===== config.mk =====
export PLATFORM = sky130hd
export DESIGN_NAME = wb_addr_decode
export DESIGN_NICKNAME = d
export VERILOG_FILES = /design/src/verilog/core_mem_pkg.sv /design/src/verilog/wb_addr_decode.sv
export SDC_FILE = /design/constraint.sdc
export NUM_CORES = 1
export LEC_CHECK = 0
export ABC_AREA = 1
export BUFFER_PORTS_ARGS = -buffer_cell sky130_fd_sc_hd__buf_2
export CAP_MARGIN = 40
export CORE_AREA = 2 2 39 41
export DETAILED_ROUTE_END_ITERATION = 10
export DIE_AREA = 0 0 41 43
export GPL_TIMING_DRIVEN = 0
export SYNTH_ARGS = -nofsm -noshare
export SYNTH_HDL_FRONTEND = slang
export SYNTH_SLANG_ARGS = --single-unit

===== constraint.sdc =====
create_clock -name vclk -period 1.02
set_input_delay 0 -clock vclk [all_inputs]
set_output_delay 0 -clock vclk [all_outputs]
set_load 0.005 [all_outputs]

===== src/verilog/core_mem_pkg.sv =====
//********************
// Shared bus types, address map and timing for the core memory system
// Word address bits 30:10 must be zero for an access to reach a bank
//********************
package core_mem_pkg;

   // Bank count and size
   localparam int NUM_BANKS       = 4;
   localparam int BANK_WORDS_LOG2 = 8;
   localparam int BANK_SEL_W      = $clog2(NUM_BANKS);
   // Word address bits covered by the banks, anything above is unmapped
   localparam int MAP_BITS        = BANK_WORDS_LOG2 + BANK_SEL_W;

   // Wait states per bank, indexed by bank number
   localparam int BANK_WAIT [NUM_BANKS] = '{0, 1, 2, 3};

   // Bus timeout for accesses that no bank answers
   localparam int          BUS_TIMEOUT  = 16;
   localparam int          TIMEOUT_W    = $clog2(BUS_TIMEOUT + 1);
   localparam logic [15:0] BUS_ERR_DATA = 16'hDEAD;

   // Core side request, strobes active low
   typedef struct packed {
      logic [30:0] addr;   // word address
      logic [15:0] dout;
      logic        rd_n;
      logic        wr_n;
      logic        wr_h_n;
      logic        wr_l_n;
   } core_bus_t;

   // Wishbone classic request
   typedef struct packed {
      logic [31:0] adr;    // byte address
      logic [15:0] dat;
      logic [1:0]  sel;
      logic        we;
      logic        cyc;
      logic        stb;
   } wb_req_t;

   // Wishbone response
   typedef struct packed {
      logic [15:0] dat;
      logic        ack;
   } wb_rsp_t;

   // Bank wait-state sequencer
   typedef enum logic [1:0] {IDLE, WAIT, ACK} bank_state_e;

   // Bridge operation in flight
   typedef enum logic [1:0] {OP_IDLE, OP_READ, OP_WRITE} bus_op_e;

endpackage


===== src/verilog/wb_addr_decode.sv =====
//********************
// Purely combinational, bank number from word address bits 9:8
// Strobes and the unmapped flag are only raised with cyc and stb high
//********************
module wb_addr_decode
   import core_mem_pkg::*;
(
   input  wb_req_t              req_i,
   output logic [NUM_BANKS-1:0] bank_stb_o,
   output logic                 unmapped_o
);

   logic [30:0]           word_addr;
   logic [BANK_SEL_W-1:0] bank_idx;
   logic                  out_of_range;
   logic                  active;

   // Wishbone carries a byte address, banks work on words
   assign word_addr = req_i.adr[31:1];

   // Bank select sits just above the in-bank word bits
   assign bank_idx = word_addr[BANK_WORDS_LOG2 +: BANK_SEL_W];

   // Any bit above the mapped window makes the access unmapped
   assign out_of_range = |word_addr[30:MAP_BITS];

   // Valid Wishbone cycle
   assign active = req_i.cyc & req_i.stb;

   // One hot bank strobe for mapped requests
   always_comb begin
      bank_stb_o = '0;
      for (int k = 0; k < NUM_BANKS; k++) begin
         if (active && !out_of_range && (bank_idx == BANK_SEL_W'(k))) begin
            bank_stb_o[k] = 1'b1;
         end
      end
   end

   // No bank owns it, the bridge times it out
   assign unmapped_o = active & out_of_range;

endmodule


Word level (Yosys, flattened, before mapping)
Index checks and enable logic that the tools add are counted.
{"block": "word_totals", "elab_cells": 17, "output_inout_bits": 5, "input_bits": 53, "reg_bits": 0}
{"block": "classes", "n_reduce_logical": 8, "n_bitwise": 2, "muxes": 4, "n_eq_ne": 3}
{"operator": "21-bit OR reduction", "n": 1}
{"operator": "1-bit logical AND", "n": 5}
{"operator": "2-bit equality test (second input constant)", "n": 2}
{"operator": "1-bit two-way mux", "n": 4}
{"operator": "1-bit AND", "n": 2}
{"operator": "2-bit by 1-bit equality test with 1-bit output (second input constant)", "n": 1}
{"operator": "2-bit logical NOT", "n": 1}
{"operator": "1-bit logical NOT", "n": 1}

Depth between registers and ports, before layout
{"block": "depth", "word_depth": 5, "depth_mapped": 6, "mapped_depth_nobuf": 6}

Worst setup path before layout
OpenSTA, ideal clock, no wires.
{"block": "synth_timing", "kind": "input port to output port", "startpoint": "input req_i[35] (netlist bit)", "endpoint": "output bank_stb_o[0]", "path_stages": 4, "path_buffers": 0, "setup_slack_ns": 0.417, "t_required_ns": 1.020, "t_arrival_ns": 0.603, "path_cell_list": "or2_1 -> nor2_2 -> nand4_2 -> nor2_1"}
{"block": "synth_between", "elab_chain_cells": 5}
{"element": "from (decl)", "line": "wb_addr_decode.sv:8", "text": "input wb_req_t req_i,"}
{"element": "21-bit OR reduction", "line": "wb_addr_decode.sv:25", "text": "assign out_of_range = |word_addr[30:MAP_BITS];"}
{"element": "1-bit logical NOT", "line": "wb_addr_decode.sv:34", "text": "if (active && !out_of_range && (bank_idx == BANK_SEL_W'(k))) begin"}
{"element": "1-bit logical AND (2 in a row)", "line": "wb_addr_decode.sv:34"}
{"element": "1-bit two-way mux", "line": "wb_addr_decode.sv:34"}
{"element": "to (decl)", "line": "wb_addr_decode.sv:9", "text": "output logic [NUM_BANKS-1:0] bank_stb_o,"}
Every way passes these cells.

Final worst setup path
Ends and elaborated chain as after synthesis.

==> results by group <==
Global routing
  • Initial antenna violation count: 0
  • Gr ovfl total: 0
  • Vias in the first global route: 192
  • Global-route wire length before repair: 586 µm
  • Pin count of the biggest net entering global routing: 5
  • Gr usage total: 4.40%

STA
  • Final Hold Viols: 0
  • Final period util: 81.3%
  • Min Tclk post-route: 0.829 ns
  • Fmax: 1210 MHz
  • Relative slew slack: 91.9%
  • Final setup fails: 0
  • Final setup TNS: 0 ns
  • Fin. max-slew vios: 0
  • Worst Max-Slew Pin Slew: 0.121 ns
  • RSZ-0062 raised after global routing: no

Finish
  • Area of the multi-input gates: 133 µm²
  • Area delta synth->final: 112%
  • Fillers: 167
  • CLK BUF: 0
  • Seq cells: 0
  • ANT cells: 0
  • Fraction of layout cells with a size suffix above 1: 52.3%
  • Finished Cell Area: 322 µm²
  • Final nets: 120
  • Storage element area: 0 µm²

Route
  • WL final: 458 µm
  • DRT Pass-1 Iters: 3
  • Iter 0 DRT Violations: 2
  • Routed vias/inst: 3.54
  • Post-DRT Antenna Nets: 0
  • Wire length per cell: 5.65 µm
  • DR DRC count: 0
  • Total number of vias: 287

Min path
  • Hold/Removal Path Class: in -> out
  • HP Start: req_i[30]

Logic synthesis
  • Avg Inst Size Synth: 4.33 µm²
  • Cell Area, Synth: 151 µm²
  • Syn Nets: 88
  • Yosys warns: 0
  • Netlist cell types: 7
  • Register area share after synthesis: 0%
  • Post-Syn Instances: 35

Placed design
  • Detail Placement HPWL: 444 µm
  • Routability cong.: 0.515
  • IO Port Bufs: 30
  • DP Area: 322 µm²

Setup path
  • Origin of the worst setup path: req_i[35]
  • Setup CP Type: in -> out
  • Startpoint Class: primary input
  • Data arrival time of the worst path: 0.83 ns
  • Max FO, Critical Path: 4
  • Required time of the worst setup path: 1.02 ns
  • Worst Setup End Kind: primary output

Floorplan
  • Die Y: 43 µm
  • Floorplan row count: 14
  • Die ar.: 0.00176 mm²
  • Core region area: 0.00138 mm²
  • Initial core utilization: 10.9%
  • IO Pins: 58
  • Die Wd: 41 µm

Pwr
  • Pwr/cell area: 229 mW/mm²
  • LEAKAGE: 0.209 nW
  • Worst VDD drop: 0.0528 mV

Run
  • Max_cap viols: 0

Status
  • Status: finished, final reports clean

Clocking
  • Hold buffer count at cts: 0
  • Gates resized, CTS repair: 0
  • Setup Buffers After CTS: 0
-- metal layers --
layer  track usage [%]  routed length, µm  up-vias
met1              3.16                156      108
li1                  -                  -      164
met5                 0                  0        -
met2              10.6                238       15
met4                 0                  0        0
met3                 0                 63        0
-- path summary, 6_finish.rpt --
kind / end / slack, ns / cells past startpoint
hold / removal: bank_stb_o[3] / 0.31 / 4
setup / recovery: bank_stb_o[0] / 0.19 / 6
-- cell usage after synthesis, drive strengths merged --
cell	n	area [µm²]
nand2	11	41.3
nand3	1	5.00
nor2	16	67.6
nand4	1	12.5
inv	5	18.8
or2	1	6.26
-- where the power goes --
| part | leakage, nW | switching [W] | internal [W] |
|---|---|---|---|
| clock network | 0 | 0 | 0 |
| logic | 0.209 | 0.0000287 | 0.0000448 |
| registers | 0 | 0 | 0 |
| total | 0.209 | 0.0000287 | 0.0000448 |
-- worst max-delay path: stages --
cell,delay [ns]
buf_2,0.09
or2_1,0.22
nor2_2,0.14
nand4_2,0.15
nor2_1,0.11
buf_2,0.11
-- metrics by stage --
step	std cells	utilization (%)	setup WS (ns)	total power [W]	hold slack, ns
5_1_grt	81	23.2	0.0651	0.0000846	0.319
2_1_floorplan	35	-	0.417	0.0000241	0.0775
4_1_cts	81	23.2	0.162	0.0000749	0.309
3_5_place_dp	81	23.2	0.163	0.0000747	0.309
6_report	81	23.2	0.191	0.0000736	0.307
3_3_place_gp	81	23.2	0.179	0.0000728	0.308
-- cell families (layout without fill, tap and decap cells) --
family | count (synthesis) | in the layout | synth area share, %
buffers and inverters | 5 | 35 | 12.4
AND/OR/NAND/NOR | 30 | 30 | 87.6
-- cell usage in the layout, fill, tap and decap left out --
master,instances
nor2_2,3
or2_1,1
buf_2,30
nor2_1,13
nand4_2,1
nand3_1,1
nand2_1,11
inv_1,5
-- area by class of cell --
cell class | count | area share (%)
Inverter | 5 | 5.84
Multi-Input combinational cell | 30 | 41.2
Tap cell | 16 | 6.23
Timing Repair Buffer | 30 | 46.7
(Power assumes the default switching activity.)
