File: src/verilog/core_mem_pkg.sv
//********************
// Shared bus types, address map and timing for the core memory system
// Word address bits 30:10 must be zero for an access to reach a bank
//********************
package core_mem_pkg;

   // Bank count and size
   localparam int NUM_BANKS       = 4;
   localparam int BANK_WORDS_LOG2 = 8;
   localparam int BANK_SEL_W      = $clog2(NUM_BANKS);
   // Word address bits covered by the banks, anything above is unmapped
   localparam int MAP_BITS        = BANK_WORDS_LOG2 + BANK_SEL_W;

   // Wait states per bank, indexed by bank number
   localparam int BANK_WAIT [NUM_BANKS] = '{0, 1, 2, 3};

   // Bus timeout for accesses that no bank answers
   localparam int          BUS_TIMEOUT  = 16;
   localparam int          TIMEOUT_W    = $clog2(BUS_TIMEOUT + 1);
   localparam logic [15:0] BUS_ERR_DATA = 16'hDEAD;

   // Core side request, strobes active low
   typedef struct packed {
      logic [30:0] addr;   // word address
      logic [15:0] dout;
      logic        rd_n;
      logic        wr_n;
      logic        wr_h_n;
      logic        wr_l_n;
   } core_bus_t;

   // Wishbone classic request
   typedef struct packed {
      logic [31:0] adr;    // byte address
      logic [15:0] dat;
      logic [1:0]  sel;
      logic        we;
      logic        cyc;
      logic        stb;
   } wb_req_t;

   // Wishbone response
   typedef struct packed {
      logic [15:0] dat;
      logic        ack;
   } wb_rsp_t;

   // Bank wait-state sequencer
   typedef enum logic [1:0] {IDLE, WAIT, ACK} bank_state_e;

   // Bridge operation in flight
   typedef enum logic [1:0] {OP_IDLE, OP_READ, OP_WRITE} bus_op_e;

endpackage

File: src/verilog/wb_resp_mux.sv
//********************
// AND-OR merge of bank responses
// At most one bank acks at a time, idle banks contribute zero
//********************
module wb_resp_mux
   import core_mem_pkg::*;
(
   input  wb_rsp_t bank_rsp_i [NUM_BANKS],
   output wb_rsp_t rsp_o
);

   logic [15:0] dat_or;
   logic        ack_or;

   // Each bank's data is gated by its own ack, no select needed
   always_comb begin
      dat_or = '0;
      ack_or = 1'b0;
      for (int k = 0; k < NUM_BANKS; k++) begin
         ack_or = ack_or | bank_rsp_i[k].ack;
         dat_or = dat_or | (bank_rsp_i[k].dat & {16{bank_rsp_i[k].ack}});
      end
   end

   // Zero data when nobody acks
   assign rsp_o.ack = ack_or;
   assign rsp_o.dat = dat_or;

endmodule

File: config.mk
export PLATFORM = sky130hd
export DESIGN_NAME = wb_resp_mux
export DESIGN_NICKNAME = d
export VERILOG_FILES = /design/src/verilog/core_mem_pkg.sv /design/src/verilog/wb_resp_mux.sv
export SDC_FILE = /design/constraint.sdc
export NUM_CORES = 1
export LEC_CHECK = 0
export BUFFER_PORTS_ARGS = -buffer_cell sky130_fd_sc_hd__buf_2
export CORE_MARGIN = 2
export CORE_UTILIZATION = 24
export DETAILED_ROUTE_END_ITERATION = 12
export PLACE_DENSITY = 0.85
export SLEW_MARGIN = 20
export SYNTH_ARGS = -nofsm -noshare
export SYNTH_HDL_FRONTEND = slang
export SYNTH_SLANG_ARGS = --single-unit
export TNS_END_PERCENT = 30
File: constraint.sdc
create_clock -name vclk -period 1
set_input_delay 0 -clock vclk [all_inputs]
set_output_delay 0 -clock vclk [all_outputs]
set_load 0.02 [all_outputs]
* Word-level counts from Yosys, hierarchy flattened *
Cells that the tools add are included.

operators by class
  $mul = 0
  equal/unequal tests = 0
  add/sub/neg operators = 0
  divide/modulo/power cells = 0
  magnitude comparators = 0
  muxes and demuxes = 0
  bitwise logic cells = 10
  reduce and logical (&&, ||, !) cells = 0
  shift-type cells = 0

operator list
  operator           number
  AND 16 bit         4
  bitwise OR 16 bit  3
  bitwise OR 1 bit   3

word-level totals
  bits in registers = 0
  output and inout port bits = 17
  memory bits (read-only) = 0
  input port bits = 68
  word-level logic and storage cells = 10
  memories = 0
  latch bits = 0
  bits in writable memories = 0

* Logic depth before layout (Yosys ltp) *
Gate-level depths: netlist of run 1.

  word-level depth = 4
  gate-level depth with buffers = 4
  mapped depth without buffers = 2

* Worst setup path before layout of run 1 *
No wires, ideal clock.

  path kind = input -> output
  start = input port bank_rsp_i[17] (netlist bit)
  end = output port rsp_o[0] (netlist bit)
  setup slack = 0.205 ns
  required time = 1.000 ns
  stages on the path = 3
  arrival time = 0.795 ns
  buffers on the path = 2
  path through = buf_2 -> or4_4 -> buf_4

between the ends
  word-level cells in the longest chain between the ends = 2

ends and longest elaborated chain
  what                            RTL line           source
  from (decl)                     wb_resp_mux.sv:8   input wb_rsp_t bank_rsp_i [NUM_BANKS],
  bitwise OR 1 bit (2 in series)  wb_resp_mux.sv:20  ack_or = ack_or | bank_rsp_i[k].ack;
  to (decl)                       wb_resp_mux.sv:9   output wb_rsp_t rsp_o

No other way between the ends.

==> results of run 1 <==
-- cell families (layout without fill, tap and decap cells) --
logic type      Yosys count  count (layout)  share of synthesized area (%)
simple gates             17              17                           19.5
buf+inv                   9              89                           14.7
compound gates           32              32                           65.8
-- layer usage --
metal,wire (µm),up-vias,track usage (%)
li1,-,392,-
met1,742,357,23.3
met2,1050,51,43.0
met3,198,4,2.13
met4,28,0,4.85
met5,0,-,0
-- placed cells by master (no fill, tap or decap) --
master / n
buf_2: 85
buf_4: 4
or4_4: 1
a22oi_1: 32
nand2_1: 16
-- power by group through the flow --
stage	Clock [W]	Combinational [W]	Sequential [W]
global placement	0	0.000403	0
global route	0	0.000454	0
CTS	0	0.000414	0
floorplan	0	0.000211	0
detailed placement	0	0.000413	0
finish	0	0.000413	0
-- critical path, stage by stage --
cell and delay [ns]:
buf_2 0.10, or4_4 0.51, buf_2 0.17
-- through the flow --
step	hold WS [ns]	setup slack, ns	cell area (µm²)
5_1_grt	0.346	0.162	787
3_5_place_dp	0.324	0.214	787
2_1_floorplan	0.198	0.205	365
3_3_place_gp	0.319	0.218	787
6_report	0.324	0.213	787
4_1_cts	0.324	0.214	787
-- worst paths after layout --
kind | cells past startpoint | end | slack [ns]
setup / recovery | 3 | rsp_o[0] | 0.21
hold / removal | 4 | rsp_o[12] | 0.32
-- final cells by class --
class	count	area, µm²
Tap cell	16	20.0
Multi-Input combinational cell	49	312
Timing Repair Buffer	89	455
Fill cell	155	684
==> flow_summary.toml, run 1 <==
[timing]
hold_viol_final = 0
tns_ns = 0
relSlewSlack_pct = 88.2
final-max-slew-violation-count = 0
post-route-period-util_pct = 78.7
period_needed_ns = 0.787
tightest_slew_ns = 0.177
timing.fmax_mhz = 1270
finalSetupViolCount = 0
grt_setup_unrepaired = "false"

[place]
portBuffers = 85
dp_hpwl_mm = 1.67
place_congestion = 0.709
placed_cells = 154

[synth]
synth_cell_types = 6
ys_warn_count = 0
netlist_top_cells_count = "32 x a22oi_1, 16 x nand2_1, 7 x buf_2"
syn_nets = 126
synth.largest_area_cell = "a22oi_1"
postSynthAreaPerCell_um2 = 6.30
syn-instance-count = 58
syn_area_um2 = 365
synthDominantCellAreaShare_pct = 65.8
ys_seq_area_share_pct = 0
synth_area_leaders = "a22oi_1 66%, nand2_1 16%, buf_2 9.6%"
yosysMostFrequentCell = "a22oi_1"

[setup_path]
cp_max_fo = 2
required_ns = 1.00
cp_data_arrival_time_ns = 0.79
path_class = "primary input to output pin"
worst_setup_path_start_kind = "primary input"
endpoint_kind = "output pin"
cp-startpoint = "bank_rsp_i[51]"

[clocking]
cts_resized = 0
ctsHoldBuffers = 0
cts_setup_buffers = 0

[power_and_ir_drop]
power_w = 0.000413
p_leak_nw = 0.469
p_clk_share_pct = 0
swShare_pct = 51.7
switchingPower_w = 0.000213
ir_drop_mv = 0.256
power-per-cell-area_nw_per_um2 = 524
combPwrFrac_pct = 100.0
p_seq_share_pct = 0
internal-power_w = 0.000199

[finish]
ff_latch_area_um2 = 0
stdcell_count = 154
synthToLayoutAreaGrowth_pct = 115
post-route-util_pct = 53.5
n_antenna_cell = 0
fin_nets = 208
drive_above_1_share_pct = 65.2
seq_cells = 0
clkbuf_count = 0

[floorplanning]
rows = 14
start_util_pct = 24.8
io_pins = 85
core_area_um2 = 1470
dieArea_um2 = 1850
die_h_um = 43.0
die_w_um = 43.0

[run_status]
outcome = "complete, no violations"

[run]
max_cap_violations = 0

[detailed_routing]
vias = 804
wirelength_mm = 2.02
drtPass1Iterations = 4
drc_errors = 0
ant_nets = 0
vias_per_cell = 5.22
drtIter0Drc = 21
wl_per_cell_um = 13.1

[global_route]
grt_max_degree = 17
grt_pass1_vias = 853
grt.total_usage_pct = 21.4
grt_overflow = 0
grt_first_pass_wirelength_mm = 3.28
antenna_found_initial = 0

[hold_path]
hold_class = "primary input to output pin"
hold_start = "bank_rsp_i[46]"
No activity file was read; power rests on OpenSTA's default activity.
==> run 2: changes to the inputs <==
==> constraint.sdc (replaced) <==
create_clock -name vclk -period 0.8
set_input_delay 0 -clock vclk [all_inputs]
set_output_delay 0 -clock vclk [all_outputs]
set_load 0.02 [all_outputs]
==> run 2 against run 1 <==
Critical path depth unchanged; sequential share of layout area unchanged; die area unchanged; final cell count unchanged; core utilization up 2.6 points; total power up 32%; flip-flop and latch count unchanged; critical path type unchanged; largest cell class unchanged; largest power group unchanged.
==> flow_summary.toml, run 2 (same netlist as run 1, synthesis figures left out) <==
[floorplanning]
die_h_um = 43.0
start_util_pct = 24.8
rows = 14
core_area_um2 = 1470
dieArea_um2 = 1850
die_w_um = 43.0
io_pins = 85

[detailed_routing]
wl_per_cell_um = 13.2
vias_per_cell = 5.38
drtIter0Drc = 17
drc_errors = 0
ant_nets = 0
drtPass1Iterations = 4
wirelength_mm = 2.04
vias = 828

[global_route]
grt.total_usage_pct = 20.5
grt_first_pass_wirelength_mm = 3.11
antenna_found_initial = 0
grt_overflow = 0
grt_max_degree = 17
grt_pass1_vias = 790

[place]
dp_hpwl_mm = 1.60
placed_cell_area_um2 = 800
post-place-ws_ns = 0.0154
place_congestion = 0.706
placed_cells = 154
portBuffers = 85

[setup_path]
worst_setup_path_start_kind = "primary input"
worst_path_largest_cell_delay_ns = 0.51
cpMostUsedCell = "buf_2"
critPathTopFamily = "simple AND/OR/NAND/NOR gates"
endpoint_kind = "output pin"
cp_max_fo = 2
cp_slowest_cell = "or4_4"
cp_data_arrival_time_ns = 0.79
path_cells = "buf_2 > or4_4 > buf_2"
path_class = "primary input to output pin"
path_buf_inv = 2
required_ns = 0.80

[timing]
post-route-period-util_pct = 98.3
final-max-slew-violation-count = 0
period_needed_ns = 0.787
finalSetupViolCount = 0
grt_setup_unrepaired = "true"
tns_ns = 0
hold_viol_final = 0
tightest_slew_ns = 0.183
timing.fmax_mhz = 1270
final.setup.worst_slack_ns = 0.0135
relSlewSlack_pct = 87.8

[finish]
nFillCells = 132
mostFrequentLayoutCell = "buf_2"
synthToLayoutAreaGrowth_pct = 126
stdcell_count = 154
stdcell_area_um2 = 825
drive_above_1_share_pct = 68.8
clkbuf_count = 0
n_antenna_cell = 0
mostFrequentLayoutCells = "85 x buf_2, 27 x a22oi_1, 16 x nand2_1"
seq_cells = 0
fin_nets = 208
ff_latch_area_um2 = 0

[power_and_ir_drop]
power-per-cell-area_nw_per_um2 = 659
swShare_pct = 51.5
switchingPower_w = 0.000280
p_seq_share_pct = 0
p_clk_share_pct = 0
internal-power_w = 0.000263
combPwrFrac_pct = 100.0
ir_drop_mv = 0.381
p_leak_nw = 0.475

[clocking]
cts_setup_buffers = 0
ctsHoldBuffers = 0

[hold_path]
hold_path_depth = 4
hold_class = "primary input to output pin"
hold_end = "rsp_o[13]"
hold_start = "bank_rsp_i[47]"

[run_status]
outcome = "complete, no violations"

[run]
max_cap_violations = 0
run 2: how the worst max path moves through the flow:
stage	start	slack [ns]	depth (start not counted)	end
floorplan	bank_rsp_i[17]	0.005	3	rsp_o[0]
global placement	bank_rsp_i[51]	0.02	3	rsp_o[0]
detailed placement	bank_rsp_i[51]	0.02	3	rsp_o[0]
CTS	bank_rsp_i[51]	0.01	3	rsp_o[0]
global route	bank_rsp_i[17]	-0.02	5	rsp_o[7]
finish	bank_rsp_i[51]	0.01	3	rsp_o[0]
run 2: layout make-up:
cell class | instances | area, µm² | share of cell area (%)
Tap cell | 16 | 20.0 | 2.43
Multi-Input combinational cell | 49 | 337 | 40.8
Timing Repair Buffer | 89 | 468 | 56.8
run 2: through the flow:
stage / total power, W / util, % / hold WS, ns
floorplan: 0.000264 / - / 0.198
global placement: 0.000512 / 54.3 / 0.320
detailed placement: 0.000523 / 54.3 / 0.324
CTS: 0.000525 / 54.3 / 0.325
global route: 0.000591 / 56.0 / 0.337
finish: 0.000543 / 56.0 / 0.323
run 2: timing repair:
item / in CTS / in global routing
gates resized for setup: 0 / 5
setup endpoints to repair: 0 / 5
hold endpoints to repair: 0 / 0
run 2: worst min-delay path: cells and delay by family:
family	cells	cell delay [ns]
AO/OA/AOI/OAI	1	0.05
buffers and inverters	2	0.22
AND/OR/NAND/NOR	1	0.05
run 2: layer usage:
layer,part of all wire (%),GRT usage (%),vias up
met5,0,0,-
met2,52,41.2,57
met3,11,2.13,4
met4,2.2,2.42,0
met1,35,23.3,374
li1,-,-,393
run 2: power by group through the flow:
stage	Combinational, W	Sequential (W)	Clock [W]
final	0.000543	0	0
after floorplan	0.000264	0	0
after CTS	0.000525	0	0
after global placement	0.000512	0	0
after global routing	0.000591	0	0
after detailed placement	0.000523	0	0
