**src/verilog/core_mem_pkg.sv**
```systemverilog
//********************
// Shared bus types, address map and timing for the core memory system
// Word address bits 30:10 must be zero for an access to reach a bank
//********************
package core_mem_pkg;

   // Bank count and size
   localparam int NUM_BANKS       = 4;
   localparam int BANK_WORDS_LOG2 = 8;
   localparam int BANK_SEL_W      = $clog2(NUM_BANKS);
   // Word address bits covered by the banks, anything above is unmapped
   localparam int MAP_BITS        = BANK_WORDS_LOG2 + BANK_SEL_W;

   // Wait states per bank, indexed by bank number
   localparam int BANK_WAIT [NUM_BANKS] = '{0, 1, 2, 3};

   // Bus timeout for accesses that no bank answers
   localparam int          BUS_TIMEOUT  = 16;
   localparam int          TIMEOUT_W    = $clog2(BUS_TIMEOUT + 1);
   localparam logic [15:0] BUS_ERR_DATA = 16'hDEAD;

   // Core side request, strobes active low
   typedef struct packed {
      logic [30:0] addr;   // word address
      logic [15:0] dout;
      logic        rd_n;
      logic        wr_n;
      logic        wr_h_n;
      logic        wr_l_n;
   } core_bus_t;

   // Wishbone classic request
   typedef struct packed {
      logic [31:0] adr;    // byte address
      logic [15:0] dat;
      logic [1:0]  sel;
      logic        we;
      logic        cyc;
      logic        stb;
   } wb_req_t;

   // Wishbone response
   typedef struct packed {
      logic [15:0] dat;
      logic        ack;
   } wb_rsp_t;

   // Bank wait-state sequencer
   typedef enum logic [1:0] {IDLE, WAIT, ACK} bank_state_e;

   // Bridge operation in flight
   typedef enum logic [1:0] {OP_IDLE, OP_READ, OP_WRITE} bus_op_e;

endpackage

```
**src/verilog/core_wb_bridge.sv**
```systemverilog
//********************
// Core strobes must stay stable until wait_n_o is seen high at an edge
// Only unmapped accesses time out, mapped banks always answer
//********************
module core_wb_bridge
   import core_mem_pkg::*;
(
   input  logic        clk_i,
   input  logic        rst_n_i,
   input  core_bus_t   core_i,
   input  logic        unmapped_i,
   input  wb_rsp_t     rsp_i,
   output wb_req_t     req_o,
   output logic [15:0] core_din_o,
   output logic        wait_n_o,
   output logic        bus_err_o
);

   logic                 strobe;
   logic                 timeout;
   logic                 done;
   bus_op_e              op_q;
   logic [TIMEOUT_W-1:0] tmo_cnt_q;

   // Either core strobe low means an access is active
   assign strobe = ~(core_i.rd_n & core_i.wr_n);

   // Wishbone request straight from the core pins
   always_comb begin
      req_o.adr = {core_i.addr, 1'b0};
      req_o.dat = core_i.dout;
      // Reads take both lanes, writes take the lanes the core asks for
      req_o.sel = core_i.wr_n ? 2'b11 : {~core_i.wr_h_n, ~core_i.wr_l_n};
      req_o.we  = ~core_i.wr_n;
      req_o.cyc = strobe;
      req_o.stb = strobe;
   end

   // Timeout fires in the last cycle of an unmapped access
   assign timeout = strobe & unmapped_i & (tmo_cnt_q == TIMEOUT_W'(BUS_TIMEOUT));

   // Transfer completes at the next edge
   assign done = strobe & (rsp_i.ack | timeout);

   // Operation register, latched at the first sampling edge
   always_ff @(posedge clk_i or negedge rst_n_i) begin
      if (!rst_n_i) begin
         op_q <= OP_IDLE;
      end else if (!strobe || done) begin
         op_q <= OP_IDLE;
      end else if (op_q == OP_IDLE) begin
         op_q <= core_i.wr_n ? OP_READ : OP_WRITE;
      end
   end

   // Counts edges with a strobe active and no answer yet
   always_ff @(posedge clk_i or negedge rst_n_i) begin
      if (!rst_n_i) begin
         tmo_cnt_q <= '0;
      end else if (!strobe || done) begin
         tmo_cnt_q <= '0;
      end else if (tmo_cnt_q != TIMEOUT_W'(BUS_TIMEOUT)) begin
         tmo_cnt_q <= tmo_cnt_q + 1'b1;
      end
   end

   // Core stalls until ack or timeout, combinational from ack
   assign wait_n_o = ~(strobe & ~rsp_i.ack & ~timeout);

   // One cycle error pulse, counter clears at the completion edge
   assign bus_err_o = timeout;

   // Timed out reads see the error word
   assign core_din_o = (timeout && (op_q == OP_READ)) ? BUS_ERR_DATA : rsp_i.dat;

endmodule

```
**config.mk**
```make
export PLATFORM = sky130hd
export DESIGN_NAME = core_wb_bridge
export DESIGN_NICKNAME = d
export VERILOG_FILES = /design/src/verilog/core_mem_pkg.sv /design/src/verilog/core_wb_bridge.sv
export SDC_FILE = /design/constraint.sdc
export NUM_CORES = 1
export LEC_CHECK = 0
export ABC_CLOCK_PERIOD_IN_PS = 2200
export BUFFER_PORTS_ARGS = -buffer_cell sky130_fd_sc_hd__buf_2
export CAP_MARGIN = 15
export CORE_MARGIN = 4
export CORE_UTILIZATION = 29
export CTS_BUF_LIST = sky130_fd_sc_hd__clkbuf_4 sky130_fd_sc_hd__clkbuf_8
export DETAILED_ROUTE_END_ITERATION = 6
export PLACE_DENSITY = 0.82
export SLEW_MARGIN = 20
export SYNTH_ARGS = -nofsm -noshare
export SYNTH_HDL_FRONTEND = slang
export SYNTH_SLANG_ARGS = --single-unit
```
**constraint.sdc**
```tcl
create_clock -name clk_i -period 2.2 [get_ports clk_i]
set_clock_uncertainty 0.15 [all_clocks]
set_input_delay 0.11 -clock clk_i [delete_from_list [all_inputs] [get_ports clk_i]]
set_output_delay 0.11 -clock clk_i [all_outputs]
set_load 0.02 [all_outputs]
```
Yosys cells after proc, flatten, opt, wreduce, memory -nomap -nowiden
Index checks and enable logic that the tools add are counted.
{ "word_totals": {"register_bits": 7, "input_bits": 71, "elab_cells": 32} }
{ "classes": {"add_sub_neg": 1, "n_reduce_logical": 5, "n_eq_ne": 3, "n_bitwise": 14, "muxes": 7} }
{ "ops": {"columns": ["operator", "count"], "rows": [
  ["2-to-1 mux 16 bit", 1],
  ["2-to-1 mux 5 bit", 2],
  ["2-to-1 mux 2 bit", 4],
  ["NOT 1 bit", 7],
  ["AND 1 bit", 6],
  ["adder 5 x 1 -> 5 bit (second input constant)", 1],
  ["== test 5 bit (second input constant)", 1],
  ["inequality test 5 bit (second input constant)", 1],
  ["nonzero test 2 bit", 2],
  ["== test 2 x 1 -> 1 bit (second input constant)", 1],
  ["logical NOT 2 bit", 1],
  ["logical AND 1 bit", 1],
  ["logical OR 1 bit", 1],
  ["OR 1 bit", 1]
]} }

Depth between registers and ports, before layout
Gate-level depths: netlist of run 1.
{ "logic_depth": {"ltp_word": 8, "mapped_depth": 7, "depth_no_buf": 5} }

Least setup slack after synthesis of run 1
OpenSTA, ideal clock, no wires.
{ "synth_path": {"path_type": "register to output", "startpoint": "reg tmo_cnt_q[0]", "endpoint": "out core_din_o[0]", "n_path_buf": 2, "path_stages_with_launch": 8, "slack_ps": 487, "t_arrival_ps": 1453, "required_time_ps": 1940, "cell_sequence": "dfrtp_1 > inv_1 > ha_1 > nor4bb_1 > buf_4 > nand4_4 > buf_6 > or2b_1"} }
{ "synth_via": {"elab_chain_len": 4} }
{ "synth_lines": {"columns": ["item", "line", "source"], "rows": [
  ["from (decl)", "core_wb_bridge.sv:23", "logic [TIMEOUT_W-1:0] tmo_cnt_q;"],
  ["from (signal assigned)", "core_wb_bridge.sv:63", "tmo_cnt_q <= tmo_cnt_q + 1'b1;"],
  ["== test 5 bit", "core_wb_bridge.sv:40", "assign timeout = strobe & unmapped_i & (tmo_cnt_q == TIMEOUT_W'(BUS_TIMEOUT));"],
  ["AND 1 bit", "core_wb_bridge.sv:40", null],
  ["logical AND 1 bit", "core_wb_bridge.sv:74", "assign core_din_o = (timeout && (op_q == OP_READ)) ? BUS_ERR_DATA : rsp_i.dat;"],
  ["2-to-1 mux 16 bit", "core_wb_bridge.sv:74", null],
  ["to (decl)", "core_wb_bridge.sv:14", "output logic [15:0] core_din_o,"]
]} }
No other way between the ends.

Final worst setup path of run 1
{ "layout_path": {"startpoint": "reg tmo_cnt_q[0]", "endpoint": "out core_din_o[2]"} }
The elaborated chain is that of the path after synthesis.

==> impl_metrics.csv, run 1 <==
group,metric,value,unit
outcome,status,"completed",
cells_and_area,drive_gt1_frac,0.514,
timing,fin_crit_sh,0.933,
drt,drt_wl_total,1790,um
setup_path,crit_slowest_cell,"dfrtp_1",
yosys,ys_ff_latch,7,
pwr,leakage,0.478,nW
clock_network,clockBufferDepth,2,
clock_network,h-tree-depth,1,
clock_network,clk_latency,240,ps
floorplan,num_rows,19,
cells_and_area,fillers,323,
drt,drt_first_iter_violations,14,
setup_path,worst-setup-path-type,"flip-flop to primary output",
yosys,syn_avg_cell_area,8.32,um2
cells_and_area,antenna_cells,0,
floorplan,dieArea,4050,um2
yosys,syn_area,898,um2
clock_network,clk_pin_slew,50,ps
cells_and_area,design_area,833,um2
timing,period_minus_slack,2050,ps
clock_network,clock-sinks,7,
drt,routed_via_density,4.46,
clock_network,cts_buffers,3,
clock_network,postCtsSetupBuffers,0,
timing,hold_viol_final,0,
cells_and_area,nets,183,
timing,setup_tns,0,ps
timing,setup_viol,0,
floorplan,die_w,63.7,um
setup_path,startpoint_type,"flip-flop",
yosys,synthCells,108,
cells_and_area,layout.area.seq,175,um2
setup_path,worst-path-buf-inv,3,
global_routing,grt_pass1_vias,629,
placed_design,globalplace.congestion,0.689,
placed_design,dp_hpwl,1510,um
global_routing,grt_overflow_total,0,
drt,drcViolationCount,0,
placed_design,io_buffers,46,
pwr,switching_power,0.000112,W
pwr,power_frac_clock,0.326,
floorplan,start_util,0.315,
clock_network,root_buffer,"clkbuf_4",
placed_design,post-place-ws,341,ps
setup_path,max_stage_delay,390,ps
setup_path,crit_arrival,1790,ps
global_routing,grt_pass1_wl,2770,um
drt,antenna_left,0,
yosys,ys_seq_area_frac,0.195,
timing,slew_viol_final,0,
drt,drt-pass1-iter-count,4,
timing,fmax,0.487,GHz
floorplan,core_region_area,2850,um2
drt,vias,625,
setup_path,end_kind,"primary output",
floorplan,fp.dieH,63.7,um
cells_and_area,multi_input_area,327,um2
cells_and_area,area_growth_syn_to_layout,-7.24,%
global_routing,track_usage,0.0871,
yosys,syn_nets,181,
clock_network,cts_tree,"built",
setup_path,path_cells,"inv_1 > ha_1 > nor4bb_1 > buf_4 > nand4_2 > or2b_1 > buf_2",
hold_path,min_path_type,"input port to flip-flop",
setup_path,worstPathMaxFanout,8,
global_routing,antenna_found_initial,0,
drt,wire_per_inst,12.8,um
pwr,power.share.sequential,0.373,
yosys,synth.lib_cells_used.distinct,22,
pwr,p_int,0.000265,W
job,max_cap_viol_count,0,
placed_design,dpl_cell_area,781,um2
clock_network,cts_resized,0,
pwr,peakVddDrop,0.300,mV
timing,worst_slack,146,ps
pwr,comb_power_share,0.301,
global_routing,grt_max_degree,17,
pwr,power.share.switching,0.296,
pwr,powerDensity,452,nW/um2
floorplan,io_pins,142,
setup_path,crit_required,1940,ps
yosys,ys_warn_count,0,
setup_path,critPathTopFamily,"simple AND/OR/NAND/NOR gates",
## worst reg2reg max path: stages (launching register included)
cell and delay, ps:
dfrtp_1 390, inv_1 100, ha_1 160, nor4bb_1 200, buf_4 210, a21o_1 240
nor2_1 80
## per-layer routing
metal / vias to the layer above / track usage / part of all wire
met5: - / 0 / 0
met4: 0 / 0.0836 / 0.046
met3: 14 / 0.0675 / 0.15
met2: 50 / 0.130 / 0.49
met1: 275 / 0.0716 / 0.32
li1: 286 / - / -
## cells in the mapped netlist
library cell	instances	area, um2
nand4_4	1	21.3
xor2_1	2	17.5
dfrtp_1	7	175
inv_1	4	15.0
conb_1	1	3.75
and2_4	2	17.5
nor2_1	8	30.0
or2b_1	11	82.6
buf_6	1	11.3
a21oi_1	1	5.00
a21o_1	2	15.0
and2_1	3	18.8
nor4bb_1	1	10.0
ha_1	2	25.0
and3_2	1	7.51
nand2_1	3	11.3
nor3_1	1	5.00
xnor2_1	2	17.5
nor2b_1	1	6.26
nand3_1	2	10.0
mux2i_1	1	10.0
buf_4	51	383
## power groups by stage
stage / Sequential [W] / Clock [W] / Combinational [W]
after floorplan: 0.000141 / 0 / 0.000192
after global placement: 0.000142 / 0 / 0.000110
after detailed placement: 0.000142 / 0 / 0.000112
after CTS: 0.000140 / 0.000130 / 0.000114
after global routing: 0.000141 / 0.000146 / 0.000126
final: 0.000140 / 0.000123 / 0.000113
## sequential cells by signal, summed over array words and instances (netlist names)
name	count
tmo_cnt_q	5
op_q	2
## cells by family (layout without fill, tap and decap cells)
family                     after synthesis  in the layout  synth area share
adders and majority gates                2              2            0.0279
xor gates and xnor gates                 4              4            0.0390
AOI/OAI and AO/OA                        3              3            0.0223
other                                    1              1           0.00417
DFF                                      7              7             0.195
buffers and inverters                   56             56             0.455
and+or+nand+nor                         34             35             0.245
muxes                                    1              1            0.0111
## worst paths after layout
check / from / end / slack, ps / depth (start not counted)
setup / recovery: tmo_cnt_q[0] / core_din_o[2] / 150 / 7
hold / removal: rsp_i[0] / tmo_cnt_q[3] / 6 / 3
setup reg to reg: tmo_cnt_q[0] / tmo_cnt_q[0] / 540 / 6
hold reg to reg: op_q[0] / op_q[0] / 370 / 2
max in group asynchronous: rst_n_i / tmo_cnt_q[1] / 1670 / 2
min in group asynchronous: rst_n_i / tmo_cnt_q[0] / 70 / 2
## repair_timing
| item | in CTS | in global routing |
|---|---|---|
| hold endpoints to repair | 7 | 0 |
| hold buffers | 1 | 0 |
| endpoints found under the setup margin | 0 | 16 |
## cells in the final DEF, fill, tap and decap left out, drive strengths merged
cell type	n
buf	47
or2b	11
nor2	8
dfrtp	7
and2	5
inv	4
clkbuf	4
nand2	3
a21o	2
nand3	2
xor2	2
xnor2	2
ha	2
nand4	2
nor4bb	1
and3	1
nor2b	1
mux2i	1
a21oi	1
nor3	1
conb	1
dlygate4sd3	1
## cell type report
type | count | area share
tap | 31 | 0.0465
sequential | 7 | 0.210
multi-input combinational | 46 | 0.392
clock buffer | 4 | 0.0360
timing repair buffer | 48 | 0.297
inverter | 4 | 0.0180
## metrics by stage
step / utilization / instances / hold slack [ps] / power [W]
2_1_floorplan: - / 108 / -336 / 0.000333
3_3_place_gp: 0.274 / 134 / -196 / 0.000251
3_5_place_dp: 0.274 / 134 / -197 / 0.000255
4_1_cts: 0.288 / 139 / 1.41 / 0.000384
5_1_grt: 0.292 / 140 / 13.2 / 0.000413
6_report: 0.292 / 140 / 5.58 / 0.000377
(Power assumes the default switching activity.)
==> run 2, diff against run 1 <==
--- a/config.mk
+++ b/config.mk
@@ -5,14 +5,14 @@
 export SDC_FILE = /design/constraint.sdc
 export NUM_CORES = 1
 export LEC_CHECK = 0
-export ABC_CLOCK_PERIOD_IN_PS = 2200
+export ABC_CLOCK_PERIOD_IN_PS = 1870
 export BUFFER_PORTS_ARGS = -buffer_cell sky130_fd_sc_hd__buf_2
 export CAP_MARGIN = 15
 export CORE_MARGIN = 4
-export CORE_UTILIZATION = 29
+export CORE_UTILIZATION = 26
 export CTS_BUF_LIST = sky130_fd_sc_hd__clkbuf_4 sky130_fd_sc_hd__clkbuf_8
 export DETAILED_ROUTE_END_ITERATION = 6
-export PLACE_DENSITY = 0.82
+export PLACE_DENSITY = 0.77
 export SLEW_MARGIN = 20
 export SYNTH_ARGS = -nofsm -noshare
 export SYNTH_HDL_FRONTEND = slang
==> constraint.sdc (replaced) <==
create_clock -name clk_i -period 1.87 [get_ports clk_i]
set_clock_uncertainty 0.15 [all_clocks]
set_input_delay 0.0935 -clock clk_i [delete_from_list [all_inputs] [get_ports clk_i]]
set_output_delay 0.0935 -clock clk_i [all_outputs]
set_load 0.02 [all_outputs]
==> impl_metrics.csv, run 2 (synthesis gave the netlist of run 1 again) <==
group,metric,value,unit
cells_and_area,top_regs,"tmo_cnt_q (5), op_q (2)",
timing,setup_viol,16,
timing,fin_hold_ws,-1.79,ps
outcome,status,"finished with violations",
floorplan,num_rows,21,
drt,antenna_left,0,
outcome,violations,"negative hold slack, negative setup slack",
global_routing,grt_max_degree,9,
pwr,switching_power,0.000152,W
pwr,p_int,0.000362,W
floorplan,io_pins,142,
placed_design,placed_cells,150,
placed_design,globalplace.congestion,0.751,
floorplan,start_util,0.269,
cells_and_area,nets,196,
global_routing,grt_pass1_wl,3260,um
floorplan,core_region_area,3340,um2
setup_path,crit_slowest_cell,"dfrtp_1",
clock_network,clock-sinks,7,
setup_path,crit_required,1630,ps
pwr,powerDensity,467,nW/um2
timing,fin_crit_sh,1.03,
clock_network,h-tree-depth,1,
placed_design,io_buffers,46,
drt,routed_via_density,3.98,
pwr,power.share.switching,0.296,
cells_and_area,antenna_cells,0,
cells_and_area,layout.area.seq,175,um2
cells_and_area,fillers,354,
setup_path,crit_arrival,1690,ps
floorplan,fp.dieH,66.8,um
global_routing,grt_overflow_total,0,
timing,worst_slack,-62.1,ps
setup_path,startpoint_type,"flip-flop",
clock_network,clockBufferDepth,2,
drt,drt_wl_total,2170,um
pwr,power_frac_clock,0.290,
timing,hold_viol_final,2,
clock_network,root_buffer,"clkbuf_4",
pwr,comb_power_share,0.389,
cells_and_area,final_common_cell,"buf_2",
drt,vias,668,
timing,period_minus_slack,1930,ps
clock_network,cts_buffers,3,
cells_and_area,multi_input_area,383,um2
timing,rsz0062_at_grt,"yes",
setup_path,worstPathMaxFanout,8,
cells_and_area,largest_reg_flops,5,
clock_network,cts_tree,"built",
pwr,leakage,0.585,nW
job,max_cap_viol_count,0,
floorplan,dieArea,4460,um2
global_routing,grt_pass1_vias,691,
cells_and_area,top_register,"tmo_cnt_q",
hold_path,min_path_type,"input port to flip-flop",
cells_and_area,area_growth_syn_to_layout,22.7,%
setup_path,path_cells,"inv_2 > ha_4 > nor4bb_4 > buf_4 > nand4_4 > and2_1 > buf_2",
floorplan,die_w,66.8,um
cells_and_area,design_area,1100,um2
global_routing,antenna_found_initial,0,
setup_path,worst-setup-path-type,"flip-flop to primary output",
placed_design,dpl_cell_area,807,um2
timing,fmax,0.518,GHz
pwr,peakVddDrop,0.324,mV
global_routing,track_usage,0.0972,
setup_path,end_kind,"primary output",
cells_and_area,finalCoreUtilization,0.330,
drt,drt_first_iter_violations,10,
cells_and_area,final_cell_mix,"buf_2, buf_6, buf_4, or2b_1, nor2_1",
clock_network,clk_latency,250,ps
drt,drt-pass1-iter-count,4,
clock_network,clk_pin_slew,50,ps
timing,slew_viol_final,0,
drt,wire_per_inst,12.9,um
pwr,p_total,0.000514,W
drt,drcViolationCount,0,
setup_path,max_stage_delay,400,ps
cells_and_area,fin_cells,168,
cells_and_area,drive_gt1_frac,0.623,
pwr,power.share.sequential,0.321,
[run 2: changes by cell type in the layout (fill, tap and decap cells not counted), moves of 2 or more]
cell,previous run,this run
buf_2,46,31
buf_6,0,15
inv_2,0,2
and2_1,3,1
and2_4,2,4
inv_1,4,2
buf_4,1,13
[run 2: layout make-up]
type,count,share of cell area
Inverter,4,0.0136
Clock buffer,4,0.0272
Multi-Input combinational cell,46,0.347
Tap cell,46,0.0522
Sequential cell,7,0.159
Timing Repair Buffer,61,0.401
[run 2: metrics by stage]
step           setup slack [ps]  TNS, ps
6_report                  -62.1     -697
5_1_grt                    -155    -2180
4_1_cts                   -60.5     -708
3_5_place_dp              -68.4     -773
3_3_place_gp               12.8        0
2_1_floorplan               173        0
[run 2: what timing repair did]
action	in CTS	in global routing
buffers inserted	10	1
cloned	1	0
endpoints found under the hold margin	8	0
hold buffers	2	0
pin swaps	7	1
setup endpoints to repair	18	17
resized for setup	40	1
[run 2: path summary, 6_finish.rpt]
kind	slack [ps]	to	startpoint	depth (start not counted)
worst min register to register	380	op_q[1]	op_q[1]	2
worst min-delay path	-2	tmo_cnt_q[2]	rsp_i[0]	3
worst max register to register	30	tmo_cnt_q[0]	tmo_cnt_q[0]	11
min in group asynchronous	50	tmo_cnt_q[3]	rst_n_i	2
max in group asynchronous	1380	op_q[1]	rst_n_i	2
worst max-delay path	-60	core_din_o[13]	tmo_cnt_q[0]	7
[run 2: power groups by stage]
stage	logic, W	registers (W)	clock network, W
CTS	0.000197	0.000165	0.000154
global route	0.000216	0.000166	0.000160
floorplan	0.000226	0.000166	0
detailed placement	0.000132	0.000168	0
finish	0.000200	0.000165	0.000149
global placement	0.000130	0.000167	0
[run 2: critical path: cells and delay by family, from the launching register on]
family	cells	cell delay [ps]
simple gates	3	500
fa+ha+maj	1	110
flops	1	400
buf+inv	3	420
[run 2: per-layer routing]
metal	vias to the layer above	routed length, um	track usage
li1	312	-	-
met2	36	1110	0.173
met4	0	119	0.0838
met5	-	0	0
met3	26	228	0.0202
met1	294	717	0.0936
